==> src/hdl/cmd_sched_pkg.sv <==
`default_nettype none

package cmd_sched_pkg;

	// time base and command bus widths
	localparam int TIME_W = 32;
	localparam int ADDR_W = 16;
	localparam int DATA_W = 32;

	// command fifo sizing
	localparam int FIFO_DEPTH = 8;
	localparam int FIFO_AW = 3;

	// register bank on the command bus
	// addresses at or above REG_COUNT are ignored by the bank
	localparam int REG_COUNT = 8;
	localparam int REG_AW = 3;

	// one host command of 80 bits
	// issue_time sits in the top bits, data in the bottom bits
	typedef struct packed {
		logic [TIME_W-1:0] issue_time;
		logic [ADDR_W-1:0] addr;
		logic [DATA_W-1:0] data;
	} cmd_t;

	// command bus as seen by every target
	// en and wr pulse together for a single cycle per write
	typedef struct packed {
		logic en;
		logic wr;
		logic [ADDR_W-1:0] addr;
		logic [DATA_W-1:0] data;
	} bus_req_t;

	// scheduler control states
	typedef enum logic [1:0] {
		st_idle = 2'd0,
		st_fetch = 2'd1,
		st_fifo_wait = 2'd2,
		st_exec = 2'd3
	} sched_state_t;

endpackage

`default_nettype wire

==> src/hdl/bus_reg_bank.sv <==
`timescale 1ns/1ps
`default_nettype none

module bus_reg_bank (
	input wire logic clk,
	input wire logic rst,
	input wire cmd_sched_pkg::bus_req_t bus,
	input wire logic [cmd_sched_pkg::REG_AW-1:0] rd_addr,
	output logic [cmd_sched_pkg::DATA_W-1:0] rd_data
);

	localparam logic [cmd_sched_pkg::ADDR_W-1:0] addr_limit =
		cmd_sched_pkg::ADDR_W'(cmd_sched_pkg::REG_COUNT);

	logic [cmd_sched_pkg::DATA_W-1:0] regs [cmd_sched_pkg::REG_COUNT];

	logic addr_hit;
	logic wr_hit;
	logic [cmd_sched_pkg::REG_AW-1:0] wr_idx;

	// decode only the low bits once the range check has passed
	assign addr_hit = (bus.addr < addr_limit);
	assign wr_hit = bus.en && bus.wr && addr_hit;
	assign wr_idx = bus.addr[cmd_sched_pkg::REG_AW-1:0];

	// register file, cleared on reset
	always_ff @(posedge clk or posedge rst) begin
		if (rst) begin
			for (int i = 0; i < cmd_sched_pkg::REG_COUNT; i++) begin
				regs[i] <= '0;
			end
		end else if (wr_hit) begin
			regs[wr_idx] <= bus.data;
		end
	end

	// host read port, one cycle latency
	always_ff @(posedge clk or posedge rst) begin
		if (rst) begin
			rd_data <= '0;
		end else begin
			rd_data <= regs[rd_addr];
		end
	end

endmodule

`default_nettype wire

==> src/hdl/cmd_fifo.sv <==
`timescale 1ns/1ps
`default_nettype none

module cmd_fifo (
	input wire logic clk,
	input wire logic rst,
	input wire logic wr,
	input wire cmd_sched_pkg::cmd_t din,
	output logic full,
	input wire logic rd_en,
	output cmd_sched_pkg::cmd_t dout,
	output logic valid,
	output logic empty
);

	// occupancy needs one bit more than the pointers
	localparam logic [cmd_sched_pkg::FIFO_AW:0] count_full =
		(cmd_sched_pkg::FIFO_AW + 1)'(cmd_sched_pkg::FIFO_DEPTH);

	cmd_sched_pkg::cmd_t mem [cmd_sched_pkg::FIFO_DEPTH];

	logic [cmd_sched_pkg::FIFO_AW-1:0] wr_ptr;
	logic [cmd_sched_pkg::FIFO_AW-1:0] rd_ptr;
	logic [cmd_sched_pkg::FIFO_AW:0] count;

	logic push;
	logic pop;

	assign full = (count == count_full);
	assign empty = (count == '0);

	// a push while full is simply lost
	assign push = wr && !full;
	assign pop = rd_en && !empty;

	// storage array
	always_ff @(posedge clk) begin
		if (push) begin
			mem[wr_ptr] <= din;
		end
	end

	// pointers wrap on their own since depth is a power of two
	always_ff @(posedge clk or posedge rst) begin
		if (rst) begin
			wr_ptr <= '0;
			rd_ptr <= '0;
		end else begin
			if (push) begin
				wr_ptr <= wr_ptr + 1'b1;
			end
			if (pop) begin
				rd_ptr <= rd_ptr + 1'b1;
			end
		end
	end

	always_ff @(posedge clk or posedge rst) begin
		if (rst) begin
			count <= '0;
		end else if (push && !pop) begin
			count <= count + 1'b1;
		end else if (pop && !push) begin
			count <= count - 1'b1;
		end
	end

	// head entry appears one cycle after the pop
	always_ff @(posedge clk) begin
		if (pop) begin
			dout <= mem[rd_ptr];
		end
	end

	always_ff @(posedge clk or posedge rst) begin
		if (rst) begin
			valid <= 1'b0;
		end else begin
			valid <= pop;
		end
	end

endmodule

`default_nettype wire

==> src/hdl/cmd_sched_top.sv <==
`timescale 1ns/1ps
`default_nettype none

module cmd_sched_top (
	input wire logic clk,
	input wire logic rst,
	input wire logic cmd_wr,
	input wire cmd_sched_pkg::cmd_t cmd_in,
	output logic cmd_full,
	output cmd_sched_pkg::bus_req_t bus,
	output logic [cmd_sched_pkg::TIME_W-1:0] now,
	input wire logic [cmd_sched_pkg::REG_AW-1:0] rd_addr,
	output logic [cmd_sched_pkg::DATA_W-1:0] rd_data
);

	// fifo to scheduler
	cmd_sched_pkg::cmd_t cmd_dout;
	logic cmd_valid;
	logic cmd_empty;
	logic cmd_rd_en;

	cmd_fifo cmd_fifo_i (
		.clk(clk),
		.rst(rst),
		.wr(cmd_wr),
		.din(cmd_in),
		.full(cmd_full),
		.rd_en(cmd_rd_en),
		.dout(cmd_dout),
		.valid(cmd_valid),
		.empty(cmd_empty)
	);

	cmd_scheduler cmd_scheduler_i (
		.clk(clk),
		.rst(rst),
		.cmd_dout(cmd_dout),
		.cmd_valid(cmd_valid),
		.cmd_empty(cmd_empty),
		.cmd_rd_en(cmd_rd_en),
		.bus(bus),
		.now(now)
	);

	// single target on the command bus for now
	bus_reg_bank bus_reg_bank_i (
		.clk(clk),
		.rst(rst),
		.bus(bus),
		.rd_addr(rd_addr),
		.rd_data(rd_data)
	);

endmodule

`default_nettype wire

==> src/hdl/cmd_scheduler.sv <==
`timescale 1ns/1ps
`default_nettype none

module cmd_scheduler (
	input wire logic clk,
	input wire logic rst,
	input wire cmd_sched_pkg::cmd_t cmd_dout,
	input wire logic cmd_valid,
	input wire logic cmd_empty,
	output logic cmd_rd_en,
	output cmd_sched_pkg::bus_req_t bus,
	output logic [cmd_sched_pkg::TIME_W-1:0] now
);

	cmd_sched_pkg::sched_state_t state;
	cmd_sched_pkg::sched_state_t next_state;

	// command currently waiting for its issue time
	cmd_sched_pkg::cmd_t cur_cmd;

	logic latch_cmd;
	logic time_due;
	logic issue;

	// state register
	always_ff @(posedge clk or posedge rst) begin
		if (rst) begin
			state <= cmd_sched_pkg::st_idle;
		end else begin
			state <= next_state;
		end
	end

	// free running time base
	// held at zero in idle, so the first fetch cycle reads 0
	always_ff @(posedge clk or posedge rst) begin
		if (rst) begin
			now <= '0;
		end else if (state == cmd_sched_pkg::st_idle) begin
			now <= '0;
		end else begin
			now <= now + 1'b1;
		end
	end

	// a late command goes out at once
	assign time_due = (now >= cur_cmd.issue_time);

	// next state and control strobes
	always_comb begin
		next_state = state;
		cmd_rd_en = 1'b0;
		latch_cmd = 1'b0;
		issue = 1'b0;
		case (state)
			cmd_sched_pkg::st_idle: begin
				next_state = cmd_sched_pkg::st_fetch;
			end
			cmd_sched_pkg::st_fetch: begin
				// pop only when something is queued
				if (!cmd_empty) begin
					cmd_rd_en = 1'b1;
					next_state = cmd_sched_pkg::st_fifo_wait;
				end
			end
			cmd_sched_pkg::st_fifo_wait: begin
				// fifo output is valid in this cycle
				latch_cmd = 1'b1;
				next_state = cmd_sched_pkg::st_exec;
			end
			cmd_sched_pkg::st_exec: begin
				if (time_due) begin
					issue = 1'b1;
					next_state = cmd_sched_pkg::st_fetch;
				end
			end
			default: begin
				next_state = cmd_sched_pkg::st_idle;
			end
		endcase
	end

	// holding register for the popped command
	always_ff @(posedge clk) begin
		if (latch_cmd && cmd_valid) begin
			cur_cmd <= cmd_dout;
		end
	end

	// address and data follow the held command
	// en and wr only in the issue cycle
	always_comb begin
		bus.en = issue;
		bus.wr = issue;
		bus.addr = cur_cmd.addr;
		bus.data = cur_cmd.data;
	end

endmodule

`default_nettype wire

==> config.mk <==
export PLATFORM = sky130hd
export DESIGN_NAME = cmd_sched_top
export DESIGN_NICKNAME = d
export VERILOG_FILES = /design/src/hdl/cmd_sched_pkg.sv /design/src/hdl/bus_reg_bank.sv /design/src/hdl/cmd_fifo.sv /design/src/hdl/cmd_sched_top.sv /design/src/hdl/cmd_scheduler.sv
export SDC_FILE = /design/constraint.sdc
export NUM_CORES = 1
export LEC_CHECK = 0
export BUFFER_PORTS_ARGS = -buffer_cell sky130_fd_sc_hd__buf_2
export CAP_MARGIN = 20
export CORE_ASPECT_RATIO = 0.75
export CORE_MARGIN = 2
export CORE_UTILIZATION = 60
export CTS_BUF_LIST = sky130_fd_sc_hd__clkbuf_16
export CTS_CLUSTER_DIAMETER = 100
export DETAILED_ROUTE_END_ITERATION = 6
export PLACE_DENSITY_LB_ADDON = 0.25
export SETUP_SLACK_MARGIN = 0.1
export SLEW_MARGIN = 0
export SYNTH_ARGS = -nofsm -noshare
export SYNTH_HDL_FRONTEND = slang
export SYNTH_SLANG_ARGS = --single-unit
==> constraint.sdc <==
create_clock -name clk -period 13.95 [get_ports clk]
set_input_delay 0.6975 -clock clk [delete_from_list [all_inputs] [get_ports clk]]
set_output_delay 0.6975 -clock clk [all_outputs]
set_load 0.005 [all_outputs]
# After elaboration in Yosys (flattened, before gate mapping)
# Memory sizes are Yosys's and may differ from the RTL's. A register that Yosys moved wholly into a read port is not among the register bits.
# Index checks and enable logic that the tools add are counted.
# op_classes
order_cmp	5
add_sub_neg	5
bitwise_logic	2
n_mul	0
shift	0
eq_ne	6
mux	19
reduce_logical	15
div	0
# ops
op	count
256-bit bitwise mux	1
32-bit two-way mux	4
32-bit binary-select mux with 3-bit select	1
32-bit demux with 3-bit select	1
32-bit by 1-bit adder with 32-bit output (second input constant)	1
32-bit greater-or-equal comparator	1
16-bit by 4-bit < comparator with 1-bit output (second input constant)	1
4-bit greater-or-equal comparator (second input constant)	2
4-bit two-way mux	2
3-bit inverter with 4-bit output	2
2-bit one-hot mux with 4 select lines	1
1-bit logical AND	7
1-bit two-way mux	7
3-bit by 1-bit adder with 3-bit output (second input constant)	2
4-bit by 1-bit adder with 4-bit output (second input constant)	1
2-bit == test (second input constant)	2
4-bit == test (second input constant)	1
1-bit logical NOT	4
4-bit logical NOT	1
4-bit by 1-bit < comparator with 1-bit output (second input constant)	1
2-bit two-way mux	2
4-bit by 1-bit subtractor with 4-bit output (second input constant)	1
2-bit by 1-bit == test with 1-bit output (second input constant)	1
2-bit logical NOT	1
4 further kinds	4
# totals
memories	1
inputBits	86
latch_bits	0
word_cells	71
register_bits	413
output_inout_bits	115
mem_bits_rw	640
romBits	0
# memory_table
name	words	word_bits	read_ports	rd_ports_with_merged_regs	wr	line_no	rtl
cmd_fifo_i.mem	8	80	1	1	1	cmd_fifo.sv:20	cmd_sched_pkg::cmd_t mem [cmd_sched_pkg::FIFO_DEPTH];

# Depth between registers and ports, before layout
# Gate-level depths: netlist (run 1).
# depth
ltp_word	7
mapped_depth	11

# By module
# From an unflattened synthesis (run 1), not the netlist that was laid out.
# unflattened
hier_cells	2185
hier_area_um2	44549.0
# modules_own_cells
module	area_per_inst_um2	seq_area_each_um2	n_inst	cells_each
cmd_fifo	27050.9	21896.0	1	1072
bus_reg_bank	12229.2	7206.9	1	701
cmd_scheduler	5268.8	3253.1	1	412

# Worst setup path after synthesis (run 1)
# Ideal clock, no wire load.
# synth_timing
kind	in2reg
start	input cmd_wr
end	memory cmd_fifo_i.mem[0][0] (netlist name) (enable)
path_slack_ps	6750
arrival_time_ps	6584
stages	4
setup_time_ps	616
t_required_ps	13334
path_buffers	1
path_cell_list	nor2b_1 clkbuf_1 nand2b_1 nor3_1
# synth_between
elab_chain_len	3
# synth_lines
item	line_no	rtl
start, declared	cmd_sched_top.sv:7	input wire logic cmd_wr,
1-bit logical AND	cmd_fifo.sv:33	assign push = wr && !full;
named net cmd_fifo_i.push	cmd_fifo.sv:26	logic push;
1-bit two-way mux	cmd_fifo.sv:38	if (push) begin
1-bit two-way mux (not written as such)	cmd_fifo.sv:39	mem[wr_ptr] <= din;
end, declared	cmd_fifo.sv:20	
# The timed path passes the listed nets, and every way through them passes these cells.

==> impl.org, run 1 <==
** Clock tree
- Maximum buffer depth of the clock tree :: 3
- CTS tree :: done
- Skew-Pair Late Insertion Delay :: 0.68 ns
- Post-cts sizing count :: 0
- The root buffer cell chosen for the clock tree is sky130_fd_sc_hd__clkbuf_16.
- Clock tree synthesis found a total of 1,133 sinks.
- Clock-pin slew reported for the worst setup and hold paths after clock tree synthesis :: approximately 0.070 ns
- Number of levels in the clock H-tree :: 3
- TritonCTS buffer count :: 102
- In this run, post-CTS hold repair placed 0 buffers.
- Number of post-CTS setup repair buffers :: 0

** STA
- Normalized max-slew margin :: 28.9%
- Worst clock skew on the final layout :: between 0.02 and 0.03 ns
- Setup Viol. Count Final :: 0
- Final critical delay including setup and external delays :: roughly 4.3 ns
- Of the available clock period, the critical path in the final layout requires 30.8%.
- At the pin with the least slew margin, the transition time is 1.07 ns.
- Summed over all failing endpoints, the final setup total negative slack is 0 ns.
- The number of pins exceeding their max-slew limit in the final report came to 0.
- Setup repair after global routing left no endpoint under its margin.
- Derived from the worst setup path, the maximum achievable clock frequency is 0.233 GHz.
- The final number of hold-violating endpoints was 0.

** Floorplanning
- The die covers 76,300 µm².
- After floorplanning, the core was divided into 86 placement rows.
- Height of the chip :: between 200 and 250 µm
- DIE WIDTH :: 318 µm
- In this run the count of I/O pins placed on the die edge is between 200 and 250.
- The core region is 73,400 µm².
- Initial cell density of the core :: 60.6%

** Pwr
- The completed layout was analyzed and its total power is a little under 9 mW.
- Summed over all nets, the switching power comes to ~2.3 mW.
- Leakage :: 19.3 nW
- Net switching share of the total power :: approximately a quarter
- In this run the power density over the cells is about 180 nW/µm².
- Combinational logic is responsible for 18.7% of the overall power.
- Share of total power in the clock network :: between 30 and 40%
- Sequential Power Share :: 51.2%
- The internal power of the cells totals 6.43 mW.
- Highest ir drop seen on vdd :: 0.000130 V

** Layout
- At the end of the flow the core is filled with cells to 67.5%.
- Storage cell area :: ~32,000 µm²
- The multi-input combinational cells in the finished layout cover a total of about 11,000 µm².
- At the end of the flow, the number of nets in the layout was 2,520.
- The area growth from synthesis to layout is 11.4%.
- Counting the fill cells in the layout gives 4,629.
- Share of final-layout standard cells stronger than drive strength 1 :: 33.3%

** Global routing
- All-layer global routing usage :: 24.2%
- Number of antenna violations at the first check in global routing :: 27
- Vias in the first global route :: around 22k
- Global-route wire length before repair :: 137 mm
- Maximum number of pins on one net before global-route repair :: 106
- Overflow left after global routing :: 0

** Worst hold path
- The worst hold path belongs to the class input port to asynchronous set/reset pin.

** Placement
- The count of buffers added on input and output ports is 200.
- Final GP Congestion :: 0.782
- After legalization and detailed placement, the total HPWL measured approximately 51 mm.

** Critical path
- Of all nets on the critical path, the largest fanout is 6.
- Worst path required time :: 13.25 ns
- Kind of critical path :: register to output port
- The worst setup path is launched from a register.
- Crit. End Element :: output port
- R2R depth :: 8
- Worst endpoint data arrival time :: about 3.6 ns

** Detailed routing
- DRC violation count after routing :: 3
- DRT iter0 DRCs :: approximately 2.0k
- Total number of vias :: 21.2k
- In the final routed layout, each cell accounts on average for 26.2 µm.
- Via/cell ratio :: ~6.1
- The final layout contains routed wiring with a total length of slightly above 90 mm.
- First-pass detailed-route iteration total :: 7
- Remaining antenna violation count :: 0

** Yosys
- Of all flip-flops after synthesis, the portion carrying an async set or reset was 29.4%.
- Counting flops with a built-in enable in the synthesized netlist gives 800.
- Mean instance size in the synthesized netlist :: 20.3 µm²
- Synth Register Bits :: 1,133
- In the synthesized netlist the dominant register cell turns out to be sky130_fd_sc_hd__edfxtp_1.
- The biggest area contributor in the post-synthesis netlist is sky130_fd_sc_hd__edfxtp_1.
- Ranking of synthesized cells by instance count :: 800 x sky130_fd_sc_hd__edfxtp_1, 333 x sky130_fd_sc_hd__dfrtp_1, 224 x sky130_fd_sc_hd__mux4_2
- By instance count, the leading cell after synthesis is sky130_fd_sc_hd__edfxtp_1.
- Synthesis produced a netlist whose cell count is 2,185.
- The netlist uses 42 different library cells.
- Count of synthesis-stage warnings from yosys :: 0
- Proportion of synthesized chip area in sequential cells :: 72.8%
- Post-synthesis instance area :: 44,400 µm²
- Post-synthesis net count :: 2,314
- Sorting the synthesized cells by area gives the leading types as sky130_fd_sc_hd__edfxtp_1 54%, sky130_fd_sc_hd__dfrtp_1 19%, sky130_fd_sc_hd__mux4_2 11%, sky130_fd_sc_hd__mux2_2 4.7%, sky130_fd_sc_hd__mux2_1 4.7%.
- After synthesis, the largest area contributor takes up 54.0% of total cell area.

** Run status
- The final reports fail on design-rule violations.
- Result of the run :: finished, violations left

** Job
- Max-cap violations in this run came to 0.
## worst max-delay path, cell delays in order, from the launching register on
cell and delay (ns):
sky130_fd_sc_hd__dfrtp_1 0.44, sky130_fd_sc_hd__ha_1 0.33, sky130_fd_sc_hd__nor2b_1 0.14, sky130_fd_sc_hd__o211a_1 0.21, sky130_fd_sc_hd__o311ai_1 0.84, sky130_fd_sc_hd__a31oi_2 0.43
sky130_fd_sc_hd__o21a_1 0.38, sky130_fd_sc_hd__buf_2 0.16
## kinds of logic after synthesis
group / share of synthesized area (%)
flip-flops: 72.8
XOR/XNOR: 0.591
buffers and inverters: 2.18
AND/OR/NAND/NOR: 1.60
AO/OA/AOI/OAI: 0.861
adder cells (fa/ha/maj): 1.23
multiplexers: 20.7
## layout by cell type, fill, tap and decap left out, drive strengths merged, types with 12 or more instances in the layout
cell type / n
nand3: 18
ha: 42
nor2: 41
inv: 76
edfxtp: 800
clkinv: 42
dfrtp: 333
xnor2: 18
clkbuf: 103
a21oi: 20
nand2: 30
o21ai: 21
mux2: 371
xor2: 12
buf: 243
mux4: 224
## power groups by stage
stage	combinational (mW)	clock, mW	sequential, mW
2_1_floorplan	1.26	0	4.44
3_3_place_gp	1.61	0	4.53
3_5_place_dp	1.64	0	4.56
4_1_cts	1.65	2.67	4.49
5_1_grt	1.76	2.80	4.53
6_report	1.63	2.63	4.48
## through the flow
step,setup slack (ns),cell area (µm²),hold WS [ns],instances
floorplan,4.03,44400,0.400,2185
global placement,10.09,46300,0.401,3253
detailed placement,10.05,46300,0.405,3253
CTS,9.60,49400,0.203,3443
global route,9.43,49500,0.209,3452
finish,9.65,49500,0.145,3454
## state kept, by name (all words and copies together) (netlist names), 3 cells and up
| register | cells |
|---|---|
| bus_reg_bank_i.rd_data | 32 |
| bus_reg_bank_i.regs | 256 |
| cmd_fifo_i.count | 4 |
| cmd_fifo_i.dout | 80 |
| cmd_fifo_i.mem | 640 |
| cmd_fifo_i.rd_ptr | 3 |
| cmd_fifo_i.wr_ptr | 3 |
| cmd_scheduler_i.bus | 48 |
| cmd_scheduler_i.cur_cmd | 32 |
| cmd_scheduler_i.now | 32 |
## routing by layer
layer | wire, µm | GRT usage, % | part of all wire [%]
met5 | 151 | 0 | 0.17
met4 | 1960 | 6.95 | 2.2
met3 | 6250 | 5.28 | 6.9
met2 | 44300 | 38.7 | 49
met1 | 38000 | 34.4 | 42
## cell type report
class,count,area share [%]
sequential,1133,65.4
multi-input combinational,870,22.7
clock buffer,103,5.21
timing repair buffer,243,2.76
tap,968,2.45
clock inverter,87,1.12
inverter,41,0.336
antenna,9,0.0455
## worst paths after layout
path	from	end	slack, ns
setup / recovery	cmd_scheduler_i.now[1]	bus[48]	9.65
hold / removal	rst	bus_reg_bank_i.regs[196]	0.14
setup reg to reg	cmd_scheduler_i.now[1]	bus_reg_bank_i.regs[197]	10.17
hold reg to reg	cmd_fifo_i.dout[34]	cmd_scheduler_i.bus[34]	0.41
max in group asynchronous	rst	bus_reg_bank_i.regs[55]	11.43
min in group clk	cmd_in[41]	cmd_fifo_i.mem[3][41]	0.29
(Power assumes the default switching activity.)
==> inputs of run 2 (changes only) <==
Settings changed: ABC_AREA set to 1, CORE_UTILIZATION 60 to 55.
Clock period 13.95 ns to 3.7 ns, I/O delays scaled along.
==> run 2 against run 1 <==
The run now ends clean; flip-flop and latch count did not move; clock power rose to 4.1 times the previous value; die area rose by 14%; utilization fell by 4.6 points; register-to-register slack got worse by 9.2 ns; first-iteration DRC count rose by 82%; critical endpoint unchanged; largest cell class unchanged.
==> impl.org, run 2 <==
** Yosys
- Each instance of the synthesized netlist takes up on average 11.2 µm².
- Area share of the largest cell type after synthesis :: between 50% and 60%
- After synthesis the cells add up to 46,500 µm².
- Synth Register Bits :: 1,133
- Number of instances in the synthesized netlist :: 4,150
- Synthesis produced a netlist with a net count of 4,279.
- The most used flip-flop cell after synthesis is sky130_fd_sc_hd__edfxtp_1.
- Unique masters post-synth :: 32
- The Yosys step of the flow raised 0 warnings.
- The share of the Yosys chip area taken by registers is between 60% and 70%.
- EDFF count, synth :: 800
- Yosys attributes the largest share of cell area to sky130_fd_sc_hd__edfxtp_1 52%, sky130_fd_sc_hd__dfrtp_1 18%, sky130_fd_sc_hd__nor2_1 6.9%, sky130_fd_sc_hd__nand2_1 5.0%, sky130_fd_sc_hd__o21ai_0 4.9%.
- Cell type with the largest total area after synthesis :: sky130_fd_sc_hd__edfxtp_1
- Ranking of synthesized cells by instance count :: 849 x sky130_fd_sc_hd__nor2_1, 800 x sky130_fd_sc_hd__edfxtp_1, 617 x sky130_fd_sc_hd__nand2_1
- Counting flops with an async set or reset pin after synthesis yields a share of around 29%.
- Top-count cell post-synth :: sky130_fd_sc_hd__nor2_1

** Critical path
- The endpoint identified for the worst register-to-register timing path is bus_reg_bank_i.regs[188].
- Data arrives at the worst endpoint at between 2 and 3 ns.
- Reg-to-reg slack, setup :: 0.94 ns
- FF-to-FF Start :: cmd_scheduler_i.now[15]
- Critical path launch point type :: register
- The critical path starts at cmd_scheduler_i.now[14].
- Crit. End Element :: output port
- By startpoint and endpoint, the worst setup path is classified as register to output port.
- The number of cells on the worst reg-to-reg path is 11.
- Worst path required time :: roughly 3.5 ns
- Along the worst path, the maximum fanout reaches 81.
- The critical path ends at bus[48].

** Layout
- Number of nets in the final layout :: 4,394
- Registers with the most flip-flops :: cmd_fifo_i.mem: 640 flops, bus_reg_bank_i.regs: 256 flops, cmd_fifo_i.dout: 80 flops
- Compared with the post-synthesis result, the final layout area differs by 13.5%.
- The register with the most flip-flops in the layout has 640 of them.
- Commonest cells after routing, fill and taps aside :: 840 x sky130_fd_sc_hd__nor2_1, 800 x sky130_fd_sc_hd__edfxtp_1, 617 x sky130_fd_sc_hd__nand2_1, 459 x sky130_fd_sc_hd__o21ai_0, 331 x sky130_fd_sc_hd__dfrtp_1
- Layout filler cell count :: 6,490
- Once layout is complete, the utilization of the core stands at 62.9%.
- Share of final-layout standard cells stronger than drive strength 1 :: 11.0%
- The count of cells in the finished layout, fillers not included, comes to around 5.5k.
- Register with the most flip-flops :: cmd_fifo_i.mem
- The library cell used most frequently in the layout, excluding fill and tap cells, is sky130_fd_sc_hd__nor2_1.

** Clock tree
- Clock sink count :: 1,133
- No sink is reached through more buffers than the 3 on the longest clock path.
- For the worst-skew pair, the clock arrives at the later sink with an insertion delay of between 0.6 and 0.7 ns.
- Number of levels in the clock H-tree :: 3
- TritonCTS built the clock tree.
- Clock root cell :: sky130_fd_sc_hd__clkbuf_16
- Clock tree synthesis inserted a total of roughly 110 buffers.
- Clock-pin slew was measured on the worst setup and hold paths at around 0.060 ns.
- After clock tree synthesis, the setup repair step added 0 buffers.

** Global routing
- The initial antenna violation count was 10.
- All-layer global routing usage :: about a quarter
- The first global-routing pass estimated 182 mm of wire.
- Entering global routing, the biggest net connects approximately 220 pins.
- Summed over all layers, the global routing overflow is 0.
- The number of global-route vias before repair is 30.8k.

** Detailed routing
- In the routed design, unresolved DRC markers number 0.
- Total Routed Length :: 117 mm
- In this run the remaining antenna-violating nets after routing total 0.
- Via/cell ratio :: a little under 6
- First-pass detailed-route iteration total :: 5
- DRT iter0 DRCs :: 3,723
- Total number of vias :: 32.4k
- After detailed routing, the average wire length per cell comes to 21.3 µm.

** STA
- In this run the tightest slew margin relative to its limit is 34.3%.
- Hold Fails Final Rpt :: 0
- Setup violations remaining at the end of the flow were counted as 0.
- At the pin with the least slew margin, the transition time is 0.986 ns.
- Number of max-slew violations in the final report :: 0
- Setup repair after global routing left no endpoint under its margin.
- Between clock sinks in the finished design, the worst skew comes to around 0.022 ns.
- The final critical path takes up 84.8% of the cycle.
- Final worst hold slack :: 0.245 ns
- Fin worst setup slack :: ~0.56 ns
- Max Freq :: roughly 0.32 GHz
- The worst path needs 3.14 ns of the cycle, external delays included.

** Floorplanning
- Site row count :: 92
- For this design the top-level I/O count stands at 201.
- Once the floorplan was initialized, standard cells occupied between 50% and 60% of the core.
- Height of the chip :: 256 µm
- The die covers 86,900 µm².
- The total area inside the core boundary comes to 83,900 µm².
- DIE WIDTH :: 340 µm

** Placement
- Post-detail-place hpwl :: 63.3 mm
- At the placement stage, the worst setup path has a slack of 0.980 ns.
- Final GP Congestion :: between 0.8 and 0.9
- Number of I/O port buffers :: 200
- Total instance count after detailed placement :: 5,201

** Pwr
- Power spread over the standard cell area amounts to 679 nW/µm².
- The worst-case IR drop observed on VDD is ~0.00096 V.
- Leakage :: around 21 nW

** Job
- Across the run, the number of max-cap violations was 0.

** Run status
- The flow ran to the end, and the final reports show no timing, DRC or antenna violations.

** Worst hold path
- In this run the worst hold path is classified as input port to asynchronous set/reset pin.
run 2: changes by cell type in the layout (fill, tap and decap cells not counted), sizes merged, moves of 11 or more:
| cell | previous run | this run |
|---|---|---|
| o22ai | 0 | 112 |
| nor3 | 10 | 28 |
| o21ai | 21 | 459 |
| nand4 | 6 | 277 |
| buf | 243 | 286 |
| inv | 76 | 112 |
| dlygate4sd3 | 0 | 82 |
| xnor2 | 18 | 7 |
| mux2 | 371 | 0 |
| nor2 | 41 | 849 |
| nand2 | 30 | 617 |
| a31oi | 2 | 113 |
| mux4 | 224 | 0 |
run 2: routing by layer:
layer  vias up  part of all wire (%)  track usage (%)
met2      1473                    46             40.3
met5         -                 0.071                0
met1     15880                    44             40.4
met4        12                   2.0             6.59
li1      14825                     -                -
met3       181                   8.5             4.32
run 2: cells by family (layout without fill, tap and decap cells):
group,count (synthesis),after routing,synth area share [%]
AOI/OAI and AO/OA,716,716,8.36
xor gates and xnor gates,21,21,0.396
adders and majority gates,43,43,1.17
buffers and inverters,447,655,4.32
DFF,1133,1133,69.6
other,0,4,0
and+or+nand+nor,1790,1790,16.1
run 2: final cells by class:
| type | instances | area [µm²] | area share (%) |
|---|---|---|---|
| antenna | 4 | 10.0 | 0.0190 |
| clock buffer | 107 | 2680 | 5.07 |
| multi-input combinational | 2570 | 12200 | 23.2 |
| inverter | 86 | 348 | 0.659 |
| sequential | 1133 | 32400 | 61.3 |
| tap | 1128 | 1410 | 2.67 |
| clock inverter | 94 | 792 | 1.50 |
| timing repair buffer | 368 | 2930 | 5.55 |
run 2: what timing repair did:
action / CTS / global route
resized for setup: 0 / 0
hold buffers: 82 / 0
endpoints found under the setup margin: 0 / 0
endpoints found under the hold margin: 671 / 0
run 2: how the worst min path moves through the flow:
stage,to,depth (start not counted),startpoint,slack (ns)
2_1_floorplan,cmd_fifo_i.mem[0][0],0,cmd_in[0],0.28
3_3_place_gp,cmd_scheduler_i.cur_cmd[73],0,cmd_fifo_i.dout[73],0.40
3_5_place_dp,cmd_scheduler_i.bus[1],0,cmd_fifo_i.dout[1],0.40
4_1_cts,bus_reg_bank_i.rd_data[27],5,rd_addr[2],0.22
5_1_grt,bus_reg_bank_i.regs[237],4,rst,0.28
6_report,bus_reg_bank_i.regs[162],4,rst,0.24
run 2: worst max-delay path, stage by stage, from the launching register on:
cell and delay, ns:
sky130_fd_sc_hd__dfrtp_1 0.49, sky130_fd_sc_hd__ha_1 0.34, sky130_fd_sc_hd__nand2_1 0.09, sky130_fd_sc_hd__o21ai_0 0.22, sky130_fd_sc_hd__a21oi_1 0.07, sky130_fd_sc_hd__nand2_1 0.08
sky130_fd_sc_hd__nand2_1 0.17, sky130_fd_sc_hd__a21oi_4 0.22, sky130_fd_sc_hd__buf_12 0.33, sky130_fd_sc_hd__buf_2 0.19
run 2: through the flow:
step           cell area, µm²  setup TNS, ns  power, mW
2_1_floorplan           46500        -672.08       22.2
3_3_place_gp            48400              0       24.9
3_5_place_dp            48400              0       25.1
4_1_cts                 52700              0       35.9
5_1_grt                 52800              0       37.5
6_report                52800              0       35.8
run 2: where the power goes:
group	switching, mW	internal (mW)	leakage, nW
Clock	4.78	6.05	1.79
Combinational	5.84	2.42	7.34
Sequential	0.718	16.0	11.9
Total	11.3	24.5	21.0
==> inputs of run 3 (changes only) <==
Settings changed: CORE_UTILIZATION 55 to 60.
Clock period 3.7 ns to 3 ns, I/O delays scaled along.
==> run 3 against run 2 <==
Hold slack worse by 0.11 ns; clock skew up 0.011 ns; flip-flop and latch count unchanged; global-route usage up 3.1 points; clock power up 17%; wire length up 0.59%; utilization up 6.1 points; critical path type unchanged; combinational power up 26%.
==> impl.org, run 3 (synthesis results as in run 2) <==
** Run status
- Result of the run :: complete, no violations

** Layout
- The post-route netlist has 11.9% of its cells at a drive strength greater than 1.
- Cell Count, Final, Fillers Out :: 5,435
- Registers with the most flip-flops :: cmd_fifo_i.mem: 640 flops, bus_reg_bank_i.regs: 256 flops, cmd_fifo_i.dout: 80 flops
- After filler insertion, the fill cell instance count of the layout stands at 5,360.
- For this run, the post-layout net count is 4,434.
- Max reg flops :: 640
- Once layout is complete, the utilization of the core stands at around 69%.
- In the layout the commonest cells are 839 x sky130_fd_sc_hd__nor2_1, 800 x sky130_fd_sc_hd__edfxtp_1, 616 x sky130_fd_sc_hd__nand2_1, 459 x sky130_fd_sc_hd__o21ai_0, 331 x sky130_fd_sc_hd__dfrtp_1.
- Summed area of non-filler cells in the final layout :: 53,000 µm²
- The library cell used most frequently in the layout, excluding fill and tap cells, is sky130_fd_sc_hd__nor2_1.
- Signed area change from the synthesized netlist to the final layout :: 14.0%
- Register with the most flip-flops :: cmd_fifo_i.mem

** Critical path
- Crit. End Element :: output port
- Of all nets on the critical path, the largest fanout is 12.
- Data on the critical path is required at its endpoint by roughly 2.9 ns.
- The largest individual stage delay along the critical path comes from the cell sky130_fd_sc_hd__dfrtp_1.
- The worst setup path is launched from a register.
- Kind of critical path :: register to output port
- Counting stages on the worst path, the most repeated cell is sky130_fd_sc_hd__nand2_1.
- Cell-by-cell listing of the critical path :: ha_1 -> nand2_1 -> inv_1 -> nand2_1 -> nor2_1 -> nor2_1 -> nand2_1 -> nand2_1 -> nand2_1 -> nand2_2 -> a21oi_4 -> buf_12 -> buf_2
- Maximum cell stage delay along the critical path :: ~0.44 ns
- Data on the critical path arrives at its endpoint at ~2.6 ns.

** Detailed routing
- The count of nets left with antenna violations once routing finished came out at 0.
- In the final routed layout, each cell accounts on average for between 20 and 25 µm.
- Wires add up to 118 mm.
- DRC violation count after routing :: 0
- Total number of vias :: around 33k
- DRT iter0 DRCs :: 4,325
- The first TritonRoute pass finished after 6 iterations.
- Via/cell ratio :: 6.07

** Placement
- Total instance count after detailed placement :: 5,146
- Once detailed placement completed, the half-perimeter wirelength came to 66.2 mm.
- Before CTS, the worst setup slack after placement is 0.359 ns.
- Number of I/O port buffers :: 200
- Final GP Congestion :: 0.890
- Post-placement cell area :: 48,800 µm²

** STA
- Final critical delay including setup and external delays :: 2.76 ns
- On the final layout, the worst clock skew is 0.0328 ns.
- The number of pins exceeding their max-slew limit in the final report was 0.
- Max Freq :: 0.362 GHz
- Setup Viol. Count Final :: 0
- Fin worst setup slack :: 0.238 ns
- Measured slew at the worst slew-check pin :: 0.897 ns
- The worst pin sits at a relative slew slack of between 40% and 50%.
- The final number of hold-violating endpoints is 0.
- Final worst hold slack :: 0.136 ns
- Of the available clock period, the critical path in the final layout requires roughly 92%.
- Setup repair after global routing left no endpoint under its margin.
- Setup total negative slack on the finished layout was measured at 0 ns.

** Floorplanning
- Initial cell density of the core :: roughly three fifths
- In this run the core area contains 88 standard-cell rows.
- Die ar. :: 79,700 µm²
- Height of the chip :: 245 µm
- Count of boundary I/O pins :: 201
- The total area inside the core boundary comes to 76,700 µm².
- DIE WIDTH :: 325 µm

** Pwr
- Leakage :: between 20 and 25 nW
- Power density over the cells :: 827 nW/µm²
- Total Power :: 43.8 mW
- Highest ir drop seen on vdd :: between 0.0007 and 0.0008 V

** Global routing
- All-layer global routing usage :: 29.7%
- For this run the aggregate overflow at the end of global routing stands at 0.
- The number of global-route vias before repair is approximately 31k.
- Met2 demand-to-capacity share in global routing :: 44.5%
- For this run, global-route usage on met3 was measured as 4.74%.
- met1 is the most crowded layer.
- The initial antenna violation count is 10.
- GR Layer Usage met1 :: between 40% and 50%
- Entering global routing, the biggest net connects 129 pins.
- The first global-routing pass estimated 185 mm of wire.

** Clock tree
- TritonCTS buffer count :: 103
- Skew-Pair Late Insertion Delay :: between 0.6 and 0.7 ns
- Clock-pin slew was measured on the worst setup and hold paths at 0.07 ns.
- CTS tree :: done
- The root buffer cell chosen for the clock tree is sky130_fd_sc_hd__clkbuf_16.
- Clock sink count :: around 1.1k
- Maximum buffer depth of the clock tree :: 3
- The H-tree was split into 3 levels.

** Worst hold path
- Class of the tightest hold or removal check :: input port to register

** Job
- Count of maximum capacitance violations :: 0
[run 3: changes by cell type in the layout (fill, tap and decap cells not counted), sizes merged]
cell / change
buf: +41
clkinvlp: +4
bufbuf: +2
bufinv: -7
clkbuf: -4
diode: +2
[run 3: worst paths after layout]
path,endpoint,cells after the start,startpoint,slack (ns)
min in group asynchronous,bus_reg_bank_i.rd_data[7],3,rst,0.17
worst min-delay path,bus_reg_bank_i.rd_data[17],5,rd_addr[1],0.14
worst max register to register,bus_reg_bank_i.regs[224],11,cmd_scheduler_i.now[25],0.33
worst min register to register,cmd_scheduler_i.bus[45],0,cmd_fifo_i.dout[45],0.41
worst max-delay path,bus[49],13,cmd_scheduler_i.now[5],0.24
max in group asynchronous,cmd_scheduler_i.now[17],4,rst,1.83
[run 3: layer usage]
| layer | routed length (µm) | up-vias |
|---|---|---|
| li1 | - | 14941 |
| met1 | 49800 | 16005 |
| met2 | 53400 | 1796 |
| met3 | 11600 | 217 |
| met4 | 2770 | 8 |
| met5 | 46 | - |
[run 3: layout make-up]
cell class | count | area [µm²] | share of cell area (%)
Clock inverter | 91 | 666 | 1.26
Antenna cell | 6 | 15.0 | 0.0283
Multi-Input combinational cell | 2570 | 12300 | 23.2
Inverter | 86 | 348 | 0.657
Sequential cell | 1133 | 32400 | 61.1
Timing Repair Buffer | 411 | 3430 | 6.48
Tap cell | 1035 | 1290 | 2.44
Clock buffer | 103 | 2580 | 4.87
[run 3: critical path, delay by kind of cell (launching register included)]
| kind | cells | cell delay, ns |
|---|---|---|
| DFF | 1 | 0.44 |
| buffers and inverters | 3 | 0.37 |
| adders and majority gates | 1 | 0.32 |
| AOI/OAI and AO/OA | 1 | 0.19 |
| and+or+nand+nor | 8 | 0.60 |
[run 3: power breakdown]
part	internal, mW	total, mW	switching, mW
logic	3.15	10.4	7.28
clock network	6.68	12.6	5.92
registers	19.7	20.8	1.02
[run 3: timing repair]
action / in CTS / in global routing
pin swaps: 1 / 0
hold buffers: 82 / 0
hold endpoints to repair: 662 / 0
gates cloned: 2 / 0
setup buffers: 2 / 4
gates resized for setup: 0 / 2
endpoints found under the setup margin: 2 / 27
